[src/source/dma_types_pkg.sv]
/* shared widths and device codes for the zdma engine
   DRAM is word addressed; one burst moves len+1 words */
package dma_types_pkg;

	typedef logic [20:0] dram_addr_t;   // DRAM word address
	typedef logic [15:0] dma_word_t;    // one transfer word
	typedef logic [7:0]  sd_byte_t;     // SD data path is byte wide
	typedef logic [7:0]  burst_len_t;   // programmed length, words minus one
	typedef logic [8:0]  burst_ctr_t;   // remaining count, msb set means done
	typedef logic [2:0]  dev_sel_t;     // target device code

	// host register port
	typedef logic [4:0]  axil_addr_t;   // byte offset into the register map
	typedef logic [31:0] axil_data_t;

	// device codes as written to CTRL
	localparam dev_sel_t DEV_RAM = 3'd1; // DRAM to DRAM copy
	localparam dev_sel_t DEV_SD  = 3'd2; // 8 bit card port, two strobes per word
	localparam dev_sel_t DEV_IDE = 3'd3; // 16 bit port, other codes land here too

endpackage

[src/source/dma_regs_pkg.sv]
/* register map of the zdma host port
   offsets are byte offsets, only word aligned ones are decoded */
package dma_regs_pkg;

	// offsets
	localparam logic [4:0] REG_SADDR  = 5'h00; // source word address, bits 20..0
	localparam logic [4:0] REG_DADDR  = 5'h04; // destination word address
	localparam logic [4:0] REG_LEN    = 5'h08; // words minus one, bits 7..0
	localparam logic [4:0] REG_CTRL   = 5'h0C; // write launches a burst
	localparam logic [4:0] REG_STATUS = 5'h10; // read only

	// CTRL fields
	localparam int DEV_LSB  = 0;    // device code
	localparam int DEV_MSB  = 2;
	localparam int CTRL_WNR = 7;    // 1: DRAM to device, 0: device to DRAM

	// STATUS fields, bits 7..0 are the remaining words minus one
	localparam int STAT_ACT = 8;    // burst running

	// bus responses
	localparam logic [1:0] RESP_OKAY   = 2'b00;
	localparam logic [1:0] RESP_SLVERR = 2'b10;

endpackage

[src/source/dma_csr_axil.sv]
/* AXI4-Lite slave for the burst setup, AW and W must arrive in the same cycle
   WSTRB is not decoded, partial writes store the whole word
   every write gets SLVERR while a burst is active and changes nothing */
`timescale 1ns/1ps

module dma_csr_axil
	import dma_types_pkg::*, dma_regs_pkg::*;
(
	input  logic       clk,
	input  logic       rst_n,

	// AXI4-Lite slave
	input  axil_addr_t s_awaddr,
	input  logic       s_awvalid,
	output logic       s_awready,
	input  axil_data_t s_wdata,
	input  logic [3:0] s_wstrb,     // accepted, not decoded
	input  logic       s_wvalid,
	output logic       s_wready,
	output logic [1:0] s_bresp,
	output logic       s_bvalid,
	input  logic       s_bready,
	input  axil_addr_t s_araddr,
	input  logic       s_arvalid,
	output logic       s_arready,
	output axil_data_t s_rdata,
	output logic [1:0] s_rresp,
	output logic       s_rvalid,
	input  logic       s_rready,

	// burst setup towards the engine
	output dram_addr_t saddr,
	output dram_addr_t daddr,
	output burst_len_t blen,
	output dev_sel_t   dev,
	output logic       wnr,
	output logic       launch,     // one cycle, on the accepted CTRL write
	input  logic       active,
	input  burst_len_t remaining
);

	typedef enum logic {W_IDLE, W_RESP} wr_state_t;
	typedef enum logic {R_IDLE, R_RESP} rd_state_t;

	wr_state_t  wr_state;
	rd_state_t  rd_state;
	logic       wr_hs;      // AW and W taken together
	logic       wr_ok;      // write will be stored
	dev_sel_t   wr_dev;
	logic       rd_hs;
	logic       rd_ok;
	axil_data_t rd_word;

	// write channel
	assign wr_hs     = (wr_state == W_IDLE) && s_awvalid && s_wvalid;
	assign s_awready = wr_hs;
	assign s_wready  = wr_hs;
	assign s_bvalid  = (wr_state == W_RESP);
	assign wr_dev    = s_wdata[DEV_MSB:DEV_LSB];

	always_comb
	begin
		case (s_awaddr)
			REG_SADDR, REG_DADDR, REG_LEN, REG_CTRL: wr_ok = !active; // locked while running
			default:                                  wr_ok = 1'b0;    // STATUS and holes
		endcase
	end

	// engine starts on the handshake edge, so active rises with bvalid
	assign launch = wr_hs && wr_ok && (s_awaddr == REG_CTRL);

	always_ff @(posedge clk)
	begin
		if (!rst_n)
			wr_state <= W_IDLE;
		else
		begin
			case (wr_state)
				W_IDLE: if (wr_hs) wr_state <= W_RESP;
				W_RESP: if (s_bready) wr_state <= W_IDLE; // hold until taken
				default: wr_state <= W_IDLE;
			endcase
		end
	end

	// setup registers and write response
	always_ff @(posedge clk)
	begin
		if (wr_hs)
			s_bresp <= wr_ok ? RESP_OKAY : RESP_SLVERR;
		if (wr_hs && wr_ok)
		begin
			case (s_awaddr)
				REG_SADDR: saddr <= s_wdata[$bits(dram_addr_t)-1:0];
				REG_DADDR: daddr <= s_wdata[$bits(dram_addr_t)-1:0];
				REG_LEN:   blen  <= s_wdata[$bits(burst_len_t)-1:0];
				default:   ;
			endcase
		end
	end

	// burst mode, latched by launch
	always_ff @(posedge clk)
	begin
		if (!rst_n)
		begin
			dev <= DEV_RAM;
			wnr <= 1'b0;
		end
		else if (launch)
		begin
			// unknown codes fold onto IDE
			dev <= (wr_dev == DEV_RAM || wr_dev == DEV_SD) ? wr_dev : DEV_IDE;
			wnr <= s_wdata[CTRL_WNR];
		end
	end

	// read channel
	assign rd_hs     = (rd_state == R_IDLE) && s_arvalid;
	assign s_arready = rd_hs;
	assign s_rvalid  = (rd_state == R_RESP);

	always_comb
	begin
		rd_word = '0;
		rd_ok   = 1'b1;
		case (s_araddr)
			REG_SADDR: rd_word[$bits(dram_addr_t)-1:0] = saddr;
			REG_DADDR: rd_word[$bits(dram_addr_t)-1:0] = daddr;
			REG_LEN:   rd_word[$bits(burst_len_t)-1:0] = blen;
			REG_CTRL:
			begin
				rd_word[DEV_MSB:DEV_LSB] = dev;
				rd_word[CTRL_WNR]        = wnr;
			end
			REG_STATUS:
			begin
				rd_word[STAT_ACT]                  = active;
				rd_word[$bits(burst_len_t)-1:0]    = remaining;
			end
			default: rd_ok = 1'b0; // hole, reads zero
		endcase
	end

	always_ff @(posedge clk)
	begin
		if (!rst_n)
			rd_state <= R_IDLE;
		else
		begin
			case (rd_state)
				R_IDLE: if (rd_hs) rd_state <= R_RESP;
				R_RESP: if (s_rready) rd_state <= R_IDLE;
				default: rd_state <= R_IDLE;
			endcase
		end
	end

	always_ff @(posedge clk)
	begin
		if (rd_hs)
		begin
			s_rdata <= rd_word;  // snapshot at the address handshake
			s_rresp <= rd_ok ? RESP_OKAY : RESP_SLVERR;
		end
	end

endmodule

[src/source/dma_engine.sv]
/* burst engine: one read phase then one write phase per word, len+1 words
   DRAM and device requests are held until their strobe
   setup inputs must stay stable while active is high */
`timescale 1ns/1ps

module dma_engine
	import dma_types_pkg::*;
(
	input  logic       clk,
	input  logic       rst_n,

	// setup from the register block
	input  dram_addr_t saddr,
	input  dram_addr_t daddr,
	input  burst_len_t blen,
	input  dev_sel_t   dev,
	input  logic       wnr,        // 1: DRAM to device
	input  logic       launch,
	output logic       active,
	output burst_len_t remaining,

	// DRAM port
	output dram_addr_t dram_addr,
	output dma_word_t  dram_wrdata,
	input  dma_word_t  dram_rddata,
	output logic       dram_req,
	output logic       dram_rnw,
	input  logic       dram_next,

	// device port, through the router
	output logic       dev_req,
	output logic       dev_rnw,
	output dma_word_t  dev_wrdata,
	input  dma_word_t  dev_rddata,
	input  logic       dev_stb
);

	typedef enum logic [1:0] {IDLE, RD, WR} phase_t;

	phase_t     phase;
	burst_ctr_t ctr;        // msb is the done flag
	burst_ctr_t ctr_dec;
	dram_addr_t src_addr;
	dram_addr_t dst_addr;
	dma_word_t  data;       // word in flight
	logic       is_ram;
	logic       rd_mem;     // read phase goes to DRAM
	logic       wr_mem;     // write phase goes to DRAM
	logic       use_mem;
	logic       phase_end;

	// resource per phase
	//   RAM copy      : DRAM / DRAM
	//   wnr=1         : DRAM / device
	//   wnr=0         : device / DRAM
	assign is_ram = (dev == DEV_RAM);
	assign rd_mem = is_ram || wnr;
	assign wr_mem = is_ram || !wnr;

	always_comb
	begin
		case (phase)
			RD:      use_mem = rd_mem;
			WR:      use_mem = wr_mem;
			default: use_mem = 1'b0;
		endcase
	end

	assign dram_req    = (phase != IDLE) && use_mem;
	assign dram_rnw    = (phase == RD);
	assign dram_addr   = (phase == RD) ? src_addr : dst_addr;
	assign dram_wrdata = data;

	assign dev_req    = (phase != IDLE) && !use_mem;
	assign dev_rnw    = (phase == RD);
	assign dev_wrdata = data;

	// phase closes on the strobe of whichever side holds the request
	assign phase_end = (dram_req && dram_next) || (dev_req && dev_stb);

	assign ctr_dec   = ctr - 1'b1;
	assign active    = !ctr[8];
	assign remaining = active ? ctr[7:0] : '0; // idle reads as zero

	// phase machine and word counter
	always_ff @(posedge clk)
	begin
		if (!rst_n)
		begin
			phase <= IDLE;
			ctr   <= {1'b1, 8'h00};  // done, nothing running
		end
		else if (launch)
		begin
			phase <= RD;
			ctr   <= {1'b0, blen};
		end
		else if (phase_end)
		begin
			if (phase == RD)
				phase <= WR;         // write follows right after the read strobe
			else
			begin
				ctr   <= ctr_dec;    // word done
				phase <= ctr_dec[8] ? IDLE : RD; // underflow ends the burst
			end
		end
	end

	// address counters, bumped per DRAM strobe
	always_ff @(posedge clk)
	begin
		if (launch)
		begin
			src_addr <= saddr;
			dst_addr <= daddr;
		end
		else if (dram_req && dram_next)
		begin
			if (dram_rnw)
				src_addr <= src_addr + 1'b1;
			else
				dst_addr <= dst_addr + 1'b1;
		end
	end

	// capture the read side, whichever port it was
	always_ff @(posedge clk)
	begin
		if ((phase == RD) && phase_end)
			data <= use_mem ? dram_rddata : dev_rddata;
	end

endmodule

[src/source/dma_dev_router.sv]
/* steers the engine's device request to SD or IDE
   SD words take two byte strobes, low byte first, dev_stb only on the second */
`timescale 1ns/1ps

module dma_dev_router
	import dma_types_pkg::*;
(
	input  logic      clk,
	input  logic      rst_n,
	input  dev_sel_t  dev,

	// engine side
	input  logic      dev_req,
	input  logic      dev_rnw,
	input  dma_word_t dev_wrdata,
	output dma_word_t dev_rddata,
	output logic      dev_stb,

	// SD card port
	output logic      sd_req,
	output logic      sd_rnw,
	output sd_byte_t  sd_wrdata,
	input  sd_byte_t  sd_rddata,
	input  logic      sd_stb,

	// IDE port
	output logic      ide_req,
	output logic      ide_rnw,
	output dma_word_t ide_wrdata,
	input  dma_word_t ide_rddata,
	input  logic      ide_stb
);

	logic     sd_sel;
	logic     ide_sel;
	logic     bsel;       // 0: low byte, 1: high byte
	sd_byte_t lo_byte;    // first byte of a read word
	logic     sd_hit;

	assign sd_sel  = (dev == DEV_SD);
	assign ide_sel = (dev == DEV_IDE);  // codes were folded at launch
	assign sd_hit  = sd_req && sd_stb;

	assign sd_req    = dev_req && sd_sel;
	assign sd_rnw    = dev_rnw;
	assign sd_wrdata = bsel ? dev_wrdata[15:8] : dev_wrdata[7:0];

	assign ide_req    = dev_req && ide_sel;
	assign ide_rnw    = dev_rnw;
	assign ide_wrdata = dev_wrdata;

	// high byte comes straight off the bus with the second strobe
	assign dev_rddata = sd_sel ? {sd_rddata, lo_byte} : ide_rddata;
	assign dev_stb    = (sd_hit && bsel) || (ide_req && ide_stb);

	// byte select, parked low whenever no request is up
	always_ff @(posedge clk)
	begin
		if (!rst_n || !dev_req)
			bsel <= 1'b0;
		else if (sd_hit)
			bsel <= !bsel;
	end

	always_ff @(posedge clk)
	begin
		if (sd_hit && !bsel && dev_rnw)
			lo_byte <= sd_rddata;   // hold until the high byte shows
	end

endmodule

[src/source/zdma_top.sv]
/* zdma top: register port, burst engine and device router
   busy follows the engine's active flag */
`timescale 1ns/1ps

module zdma_top
	import dma_types_pkg::*;
(
	input  logic       clk,
	input  logic       rst_n,

	// host AXI4-Lite
	input  axil_addr_t s_awaddr,
	input  logic       s_awvalid,
	output logic       s_awready,
	input  axil_data_t s_wdata,
	input  logic [3:0] s_wstrb,
	input  logic       s_wvalid,
	output logic       s_wready,
	output logic [1:0] s_bresp,
	output logic       s_bvalid,
	input  logic       s_bready,
	input  axil_addr_t s_araddr,
	input  logic       s_arvalid,
	output logic       s_arready,
	output axil_data_t s_rdata,
	output logic [1:0] s_rresp,
	output logic       s_rvalid,
	input  logic       s_rready,

	// DRAM
	output dram_addr_t dram_addr,
	output dma_word_t  dram_wrdata,
	input  dma_word_t  dram_rddata,
	output logic       dram_req,
	output logic       dram_rnw,
	input  logic       dram_next,

	// SD
	output logic       sd_req,
	output logic       sd_rnw,
	output sd_byte_t   sd_wrdata,
	input  sd_byte_t   sd_rddata,
	input  logic       sd_stb,

	// IDE
	output logic       ide_req,
	output logic       ide_rnw,
	output dma_word_t  ide_wrdata,
	input  dma_word_t  ide_rddata,
	input  logic       ide_stb,

	output logic       busy
);

	// setup, CSR to engine
	dram_addr_t saddr;
	dram_addr_t daddr;
	burst_len_t blen;
	dev_sel_t   dev;
	logic       wnr;
	logic       launch;
	logic       active;
	burst_len_t remaining;

	// engine to router
	logic       dev_req;
	logic       dev_rnw;
	dma_word_t  dev_wrdata;
	dma_word_t  dev_rddata;
	logic       dev_stb;

	assign busy = active;

	// port names line up one to one
	dma_csr_axil   csr_inst    (.*);
	dma_engine     engine_inst (.*);
	dma_dev_router router_inst (.*);

endmodule

[config.mk]
export PLATFORM = sky130hd
export DESIGN_NAME = zdma_top
export DESIGN_NICKNAME = d
export VERILOG_FILES = /design/src/source/dma_types_pkg.sv /design/src/source/dma_regs_pkg.sv /design/src/source/dma_csr_axil.sv /design/src/source/dma_engine.sv /design/src/source/dma_dev_router.sv /design/src/source/zdma_top.sv
export SDC_FILE = /design/constraint.sdc
export NUM_CORES = 1
export LEC_CHECK = 0
export BUFFER_PORTS_ARGS = -buffer_cell sky130_fd_sc_hd__buf_2
export CAP_MARGIN = 20
export CORE_MARGIN = 2
export CORE_UTILIZATION = 40
export CTS_BUF_LIST = sky130_fd_sc_hd__clkbuf_4
export CTS_CLUSTER_DIAMETER = 150
export DETAILED_ROUTE_END_ITERATION = 10
export PLACE_DENSITY = 0.66
export SLEW_MARGIN = 20
export SYNTH_ARGS = -nofsm -noshare
export SYNTH_HDL_FRONTEND = slang
export SYNTH_SLANG_ARGS = --single-unit
[constraint.sdc]
create_clock -name clk -period 3.01 [get_ports clk]
set_input_delay 0.1505 -clock clk [delete_from_list [all_inputs] [get_ports clk]]
set_output_delay 0.1505 -clock clk [all_outputs]
set_load 0.005 [all_outputs]
## After elaboration in Yosys (flattened, before gate mapping)

Cells that the tools add are included.

| storage, ports and cells | value |
|---|---|
| register bits | 159 |
| bits of input ports | 96 |
| output and inout port bits | 109 |

| operators by class | value |
|---|---|
| $add $sub $neg | 3 |
| multiplexer cells | 35 |
| equality and inequality tests | 15 |
| bitwise operators | 3 |
| reductions and logical operators | 44 |

Operators by type and width:

| kind | number |
|---|---|
| $mux W21 | 7 |
| $add A21 B1 Y21 const B | 2 |
| $mux W16 | 2 |
| $mux W9 | 3 |
| $pmux W12 S2 | 1 |
| $eq A5 B4 Y1 const B | 4 |
| $logic_and A1 B1 Y1 | 17 |
| $mux W8 | 2 |
| $pmux W4 S4 | 1 |
| $pmux W3 S5 | 1 |
| $reduce_and A2 Y1 | 6 |
| $eq A5 B3 Y1 const B | 2 |
| $logic_not A5 Y1 | 2 |
| $eq A3 B2 Y1 const B | 3 |
| $mux W1 | 9 |
| $sub A9 B1 Y9 const B | 1 |
| $reduce_bool A2 Y1 | 4 |
| $eq A3 B1 Y1 const B | 2 |
| $logic_not A1 Y1 | 6 |
| $logic_or A1 B1 Y1 | 6 |
| $mux W2 | 3 |
| $pmux W1 S2 | 3 |
| $eq A5 B5 Y1 const B | 1 |
| $pmux W1 S5 | 1 |
| other kinds (9) | 11 |

## Depth between registers and ports, before layout

| depth | value |
|---|---|
| depth after elaboration | 13 |
| gate-level depth with buffers | 8 |

## By module

A second synthesis with hierarchy kept.

| second synthesis, totals | value |
|---|---|
| cells, all modules | 680 |
| area total of the unflattened synthesis | 8161.6 µm² |

By module, submodules not included:

| module | instances | area an instance (µm²) | seq. area each (µm²) | cells an instance |
|---|---|---|---|---|
| dma_engine | 1 | 4186.5 | 1961.9 | 409 |
| dma_csr_axil | 1 | 3140.5 | 2312.2 | 203 |
| dma_dev_router | 1 | 834.6 | 260.2 | 68 |

## Worst setup path before layout

No wires, ideal clock.

| timing | value |
|---|---|
| kind | register to register |
| start | register engine_inst.ctr[8] |
| end | register csr_inst.saddr[0] (enable) |
| period minus slack after synthesis | 3.202 ns |
| path slack | -0.192 ns |
| stages on the path, launching flop included | 5 |
| arrival | 2.772 ns |
| path through | dfxtp_1 inv_2 or4_4 nor3_4 nor3b_1 |

| between the ends | value |
|---|---|
| word-level cells in the longest chain between the ends | 3 |

RTL lines:

| what | line | text |
|---|---|---|
| start, declared | dma_engine.sv:41 | `burst_ctr_t ctr;` |
| start signal, assigned | dma_engine.sv:91 | `ctr <= {1'b1, 8'h00};` |
| start signal, assigned | dma_engine.sv:96 | `ctr <= {1'b0, blen};` |
| start signal, assigned | dma_engine.sv:104 | `ctr <= ctr_dec;` |
| $mux W1 | dma_csr_axil.sv:63 | `case (s_awaddr)` |
| $logic_and A1 B1 Y1 | dma_csr_axil.sv:91 | `if (wr_hs && wr_ok)` |
| $reduce_and A2 Y1 (no line) | n/a |  |
| end signal, assigned | dma_csr_axil.sv:94 | `REG_SADDR: saddr <= s_wdata[$bits(dram_addr_t)-1:0];` |
| end, declared | dma_csr_axil.sv:32 | `output dram_addr_t saddr,` |

Every way passes these cells.
A chain may end at the register's enable or synchronous reset.

## Worst setup path after layout

| timing | value |
|---|---|
| start | register engine_inst.ctr[8] |
| end | register engine_inst.src_addr[9] (enable) |

| between the ends | value |
|---|---|
| word-level cells in the longest chain between the ends | 5 |
| elaborated cells on any way between the ends | 6 |
| those cells by class | mux (1); reduce/logical (5) |

RTL lines:

| what | line | text |
|---|---|---|
| $mux W1 (*) | dma_csr_axil.sv:63 |  |
| $logic_and A1 B1 Y1 (*) (2 in a row) | dma_csr_axil.sv:70 | `assign launch = wr_hs && wr_ok && (s_awaddr == REG_CTRL);` |
| $reduce_bool A2 Y1 (no line) | n/a |  |
| $reduce_and A2 Y1 (no line) (*) | n/a |  |
| end signal, assigned | dma_engine.sv:115 | `src_addr <= saddr;` |
| end signal, assigned | dma_engine.sv:121 | `src_addr <= src_addr + 1'b1;` |
| end, declared | dma_engine.sv:43 | `dram_addr_t src_addr;` |

Mark *: on every way between the ends. The rest lies on a longest branch, timed or not.

==> impl_metrics.tcl <==
set metrics [dict create \
    status "complete, no violations" \
    max_slew_margin_pct 29.8 \
    worst_slack_ns 0.533 \
    crit_fanout 21 \
    p_leak_nw 3.54 \
    synth-edff-count 139 \
    io_pins 205 \
    clock.fmax_ghz 0.404 \
    ys_seq_area_share_pct 59.5 \
    rsz0062_at_grt "no" \
    cp-startpoint "engine_inst.ctr[8]" \
    clockBufferDepth 2 \
    cts.sinks 157 \
    wirelength_um 18600 \
    antenna_found_initial 1 \
    worst_pin_slew_ns 1.05 \
    drt_first_pass_iters 5 \
    die_w_um 142 \
    crit_path_end "engine_inst.src_addr[9]" \
    finalHoldViolCount 0 \
    core-area_um2 18700 \
    grt_pass1_vias 5491 \
    min_period_ns 2.48 \
    clk_root_buffer_cell "clkbuf_4" \
    cts_buffers 17 \
    syn_area_um2 7620 \
    synth_cells 638 \
    vias 5735 \
    via_per_inst 5.12 \
    cts_tree "yes" \
    start_util_pct 40.7 \
    grt_pass1_wl_um 28500 \
    async_flop_share_pct 0 \
    design.die.area_um2 20200 \
    synthFlopType "edfxtp_1" \
    routabilityCongestion 0.895 \
    drive_above_1_share_pct 30.3 \
    cap_violations 0 \
    ys_seq_elements 157 \
    rows 50 \
    post_drt_wl_per_cell_um 16.6 \
    area_growth_pct 26.0 \
    post_cts_buffers 0 \
    setup-violations-final 0 \
    grt_start_max_net_pins 72 \
    fin_nets 974 \
    reg2reg_slack_ns 0.53 \
    fin_crit_sh_pct 82.3 \
    critical_path_arrival_ns 2.67 \
    io_buffer_count 176 \
    skew_ns 0.0173 \
    hp-class "in2reg" \
    h-tree-depth 4 \
    clkLatencyLatePin_ns 0.56 \
    floorplan.die.height_um 142 \
    critPathKind "reg2reg" \
    required_ns 3.21 \
    cts_resized 0 \
    overflow 0 \
    maxSlewViolCount 0 \
    place_hpwl_um 12900 \
    clk_pin_slew_worst_paths_ns 0.13 \
    grtUsageTotal_pct 18.4 \
    power_w 0.00393 \
    hp-start "s_awvalid" \
    postRouteAntennaNets 0 \
    pre_cts_slack_ns 0.539 \
    cellPowerDensity_nw_per_um2 410 \
    synth_area_per_cell_um2 11.9 \
    r2r_cells 5 \
    reg2reg_to "engine_inst.src_addr[9]" \
    ir_worst_vdd_uv 207 \
    critPathCaptureType "register" \
    startpoint_type "register" \
    drt-initial-drc-count 424 \
    n_fill_cell 1646 \
    synthDistinctLibCells 55 \
    r2r-start "engine_inst.ctr[8]" \
    ys.warnings.count 0 \
    drc_errors 0 \
    fin_tns_setup_ns 0 \
]
==> synthesized netlist by cell type, drive strengths merged, types with 16 or more instances <==
cell,count,share of area [%]
mux2,29,4.3
clkbuf,16,0.82
dfxtp,18,4.7
mux2i,17,2.2
a21oi,26,1.7
nand2,75,3.7
o21ai,49,3.3
buf,43,4.4
nor2,43,2.1
xor2,23,2.6
nand3,22,1.5
edfxtp,139,55
xnor2,24,2.8
==> through the flow <==
step           cells  hold WS [ns]  utilization, %  area, um^2
3_5_place_dp    1016         0.344            46.0        8600
3_3_place_gp    1016         0.339            46.0        8600
5_1_grt         1120        0.0336            51.3        9600
4_1_cts         1119        0.0213            51.3        9600
6_report        1120        0.0701            51.3        9600
2_1_floorplan    650         0.249               -        7670
==> timing repair <==
action / CTS / global route
endpoints found under the setup margin: 0 / 0
hold endpoints to repair: 92 / 0
hold buffers: 71 / 0
==> worst min-delay path by stage <==
stage	to	cells past startpoint
after detailed placement	csr_inst.s_rvalid	2
after global placement	csr_inst.s_rvalid	2
final	csr_inst.s_bresp[1]	3
after CTS	csr_inst.s_bresp[1]	3
after floorplan	csr_inst.blen[0]	0
after global routing	csr_inst.s_bresp[1]	3
==> power breakdown <==
part | internal, W | switching [W] | total, W
combinational | 0.000143 | 0.000108 | 0.000250
clock | 0.000505 | 0.000784 | 0.00129
sequential | 0.00238 | 0.0000113 | 0.00239
total | 0.00303 | 0.000903 | 0.00393
==> layout make-up <==
| cell class | instances | area [um^2] | area share, % |
|---|---|---|---|
| clock buffers | 17 | 128 | 1.33 |
| multi-input cells | 423 | 2720 | 28.3 |
| flip-flops and latches | 157 | 4530 | 47.2 |
| well taps | 234 | 293 | 3.05 |
| repair buffers | 262 | 1720 | 17.9 |
| diodes | 1 | 2.50 | 0.0261 |
| inverters | 11 | 41.3 | 0.430 |
| clock inverters | 15 | 164 | 1.71 |
==> cell families (layout without fill, tap and decap cells) <==
| kind of cell | Yosys count | after routing | share of synthesized area, % |
|---|---|---|---|
| buf+inv | 70 | 305 | 5.71 |
| compound gates | 113 | 113 | 9.21 |
| flops | 157 | 157 | 59.5 |
| fa+ha+maj | 6 | 6 | 0.985 |
| xor+xnor | 47 | 47 | 5.40 |
| other cells | 1 | 14 | 0.0492 |
| simple gates | 198 | 198 | 12.6 |
| mux | 46 | 46 | 6.52 |
==> sequential cells by signal, indices dropped and copies added, names as in the netlist, 2 cells and up <==
signal and count:
engine_inst.phase 2, engine_inst.dev_wrdata 16, csr_inst.saddr 21, csr_inst.daddr 21, csr_inst.s_rdata 21, csr_inst.blen 8
engine_inst.src_addr 21, engine_inst.ctr 9, router_inst.lo_byte 8, engine_inst.dst_addr 21, csr_inst.dev 3
==> worst max-delay path, stage by stage (launching register included) <==
cell,delay (ns)
dfxtp_1,0.42
inv_2,0.08
or4_4,0.56
nor3_4,0.20
and3_4,0.35
a31o_2,0.50
==> cell usage in the layout, fill, tap and decap left out, types with 3 or more instances in the layout <==
cell type      count
nor4_1             7
mux2i_1           17
or3_1              4
mux2_2            29
dlygate4sd3_1     71
a22oi_1           12
a22o_1            12
o21ai_0           39
clkbuf_4          17
xor2_1            23
and3_1            11
a222oi_1           4
inv_1             10
nand4_1            5
xnor2_1           24
nor3_1             7
nand3_1           21
ha_1               6
nor2_1            43
edfxtp_1         139
buf_4             14
dfxtp_1           18
a21oi_1           26
clkinv_4           4
o21ai_1            8
nand2_1           75
conb_1            13
clkinvlp_4         3
buf_2            176
inv_6              3
==> per-layer routing <==
layer | wire, um | global-route usage, % | up-vias
li1 | - | - | 2765
met1 | 8510 | 25.3 | 2714
met2 | 8630 | 28.8 | 231
met5 | 0 | 0 | -
met3 | 1030 | 3.84 | 25
met4 | 393 | 6.84 | 0
No activity file was read; power rests on OpenSTA's default activity.
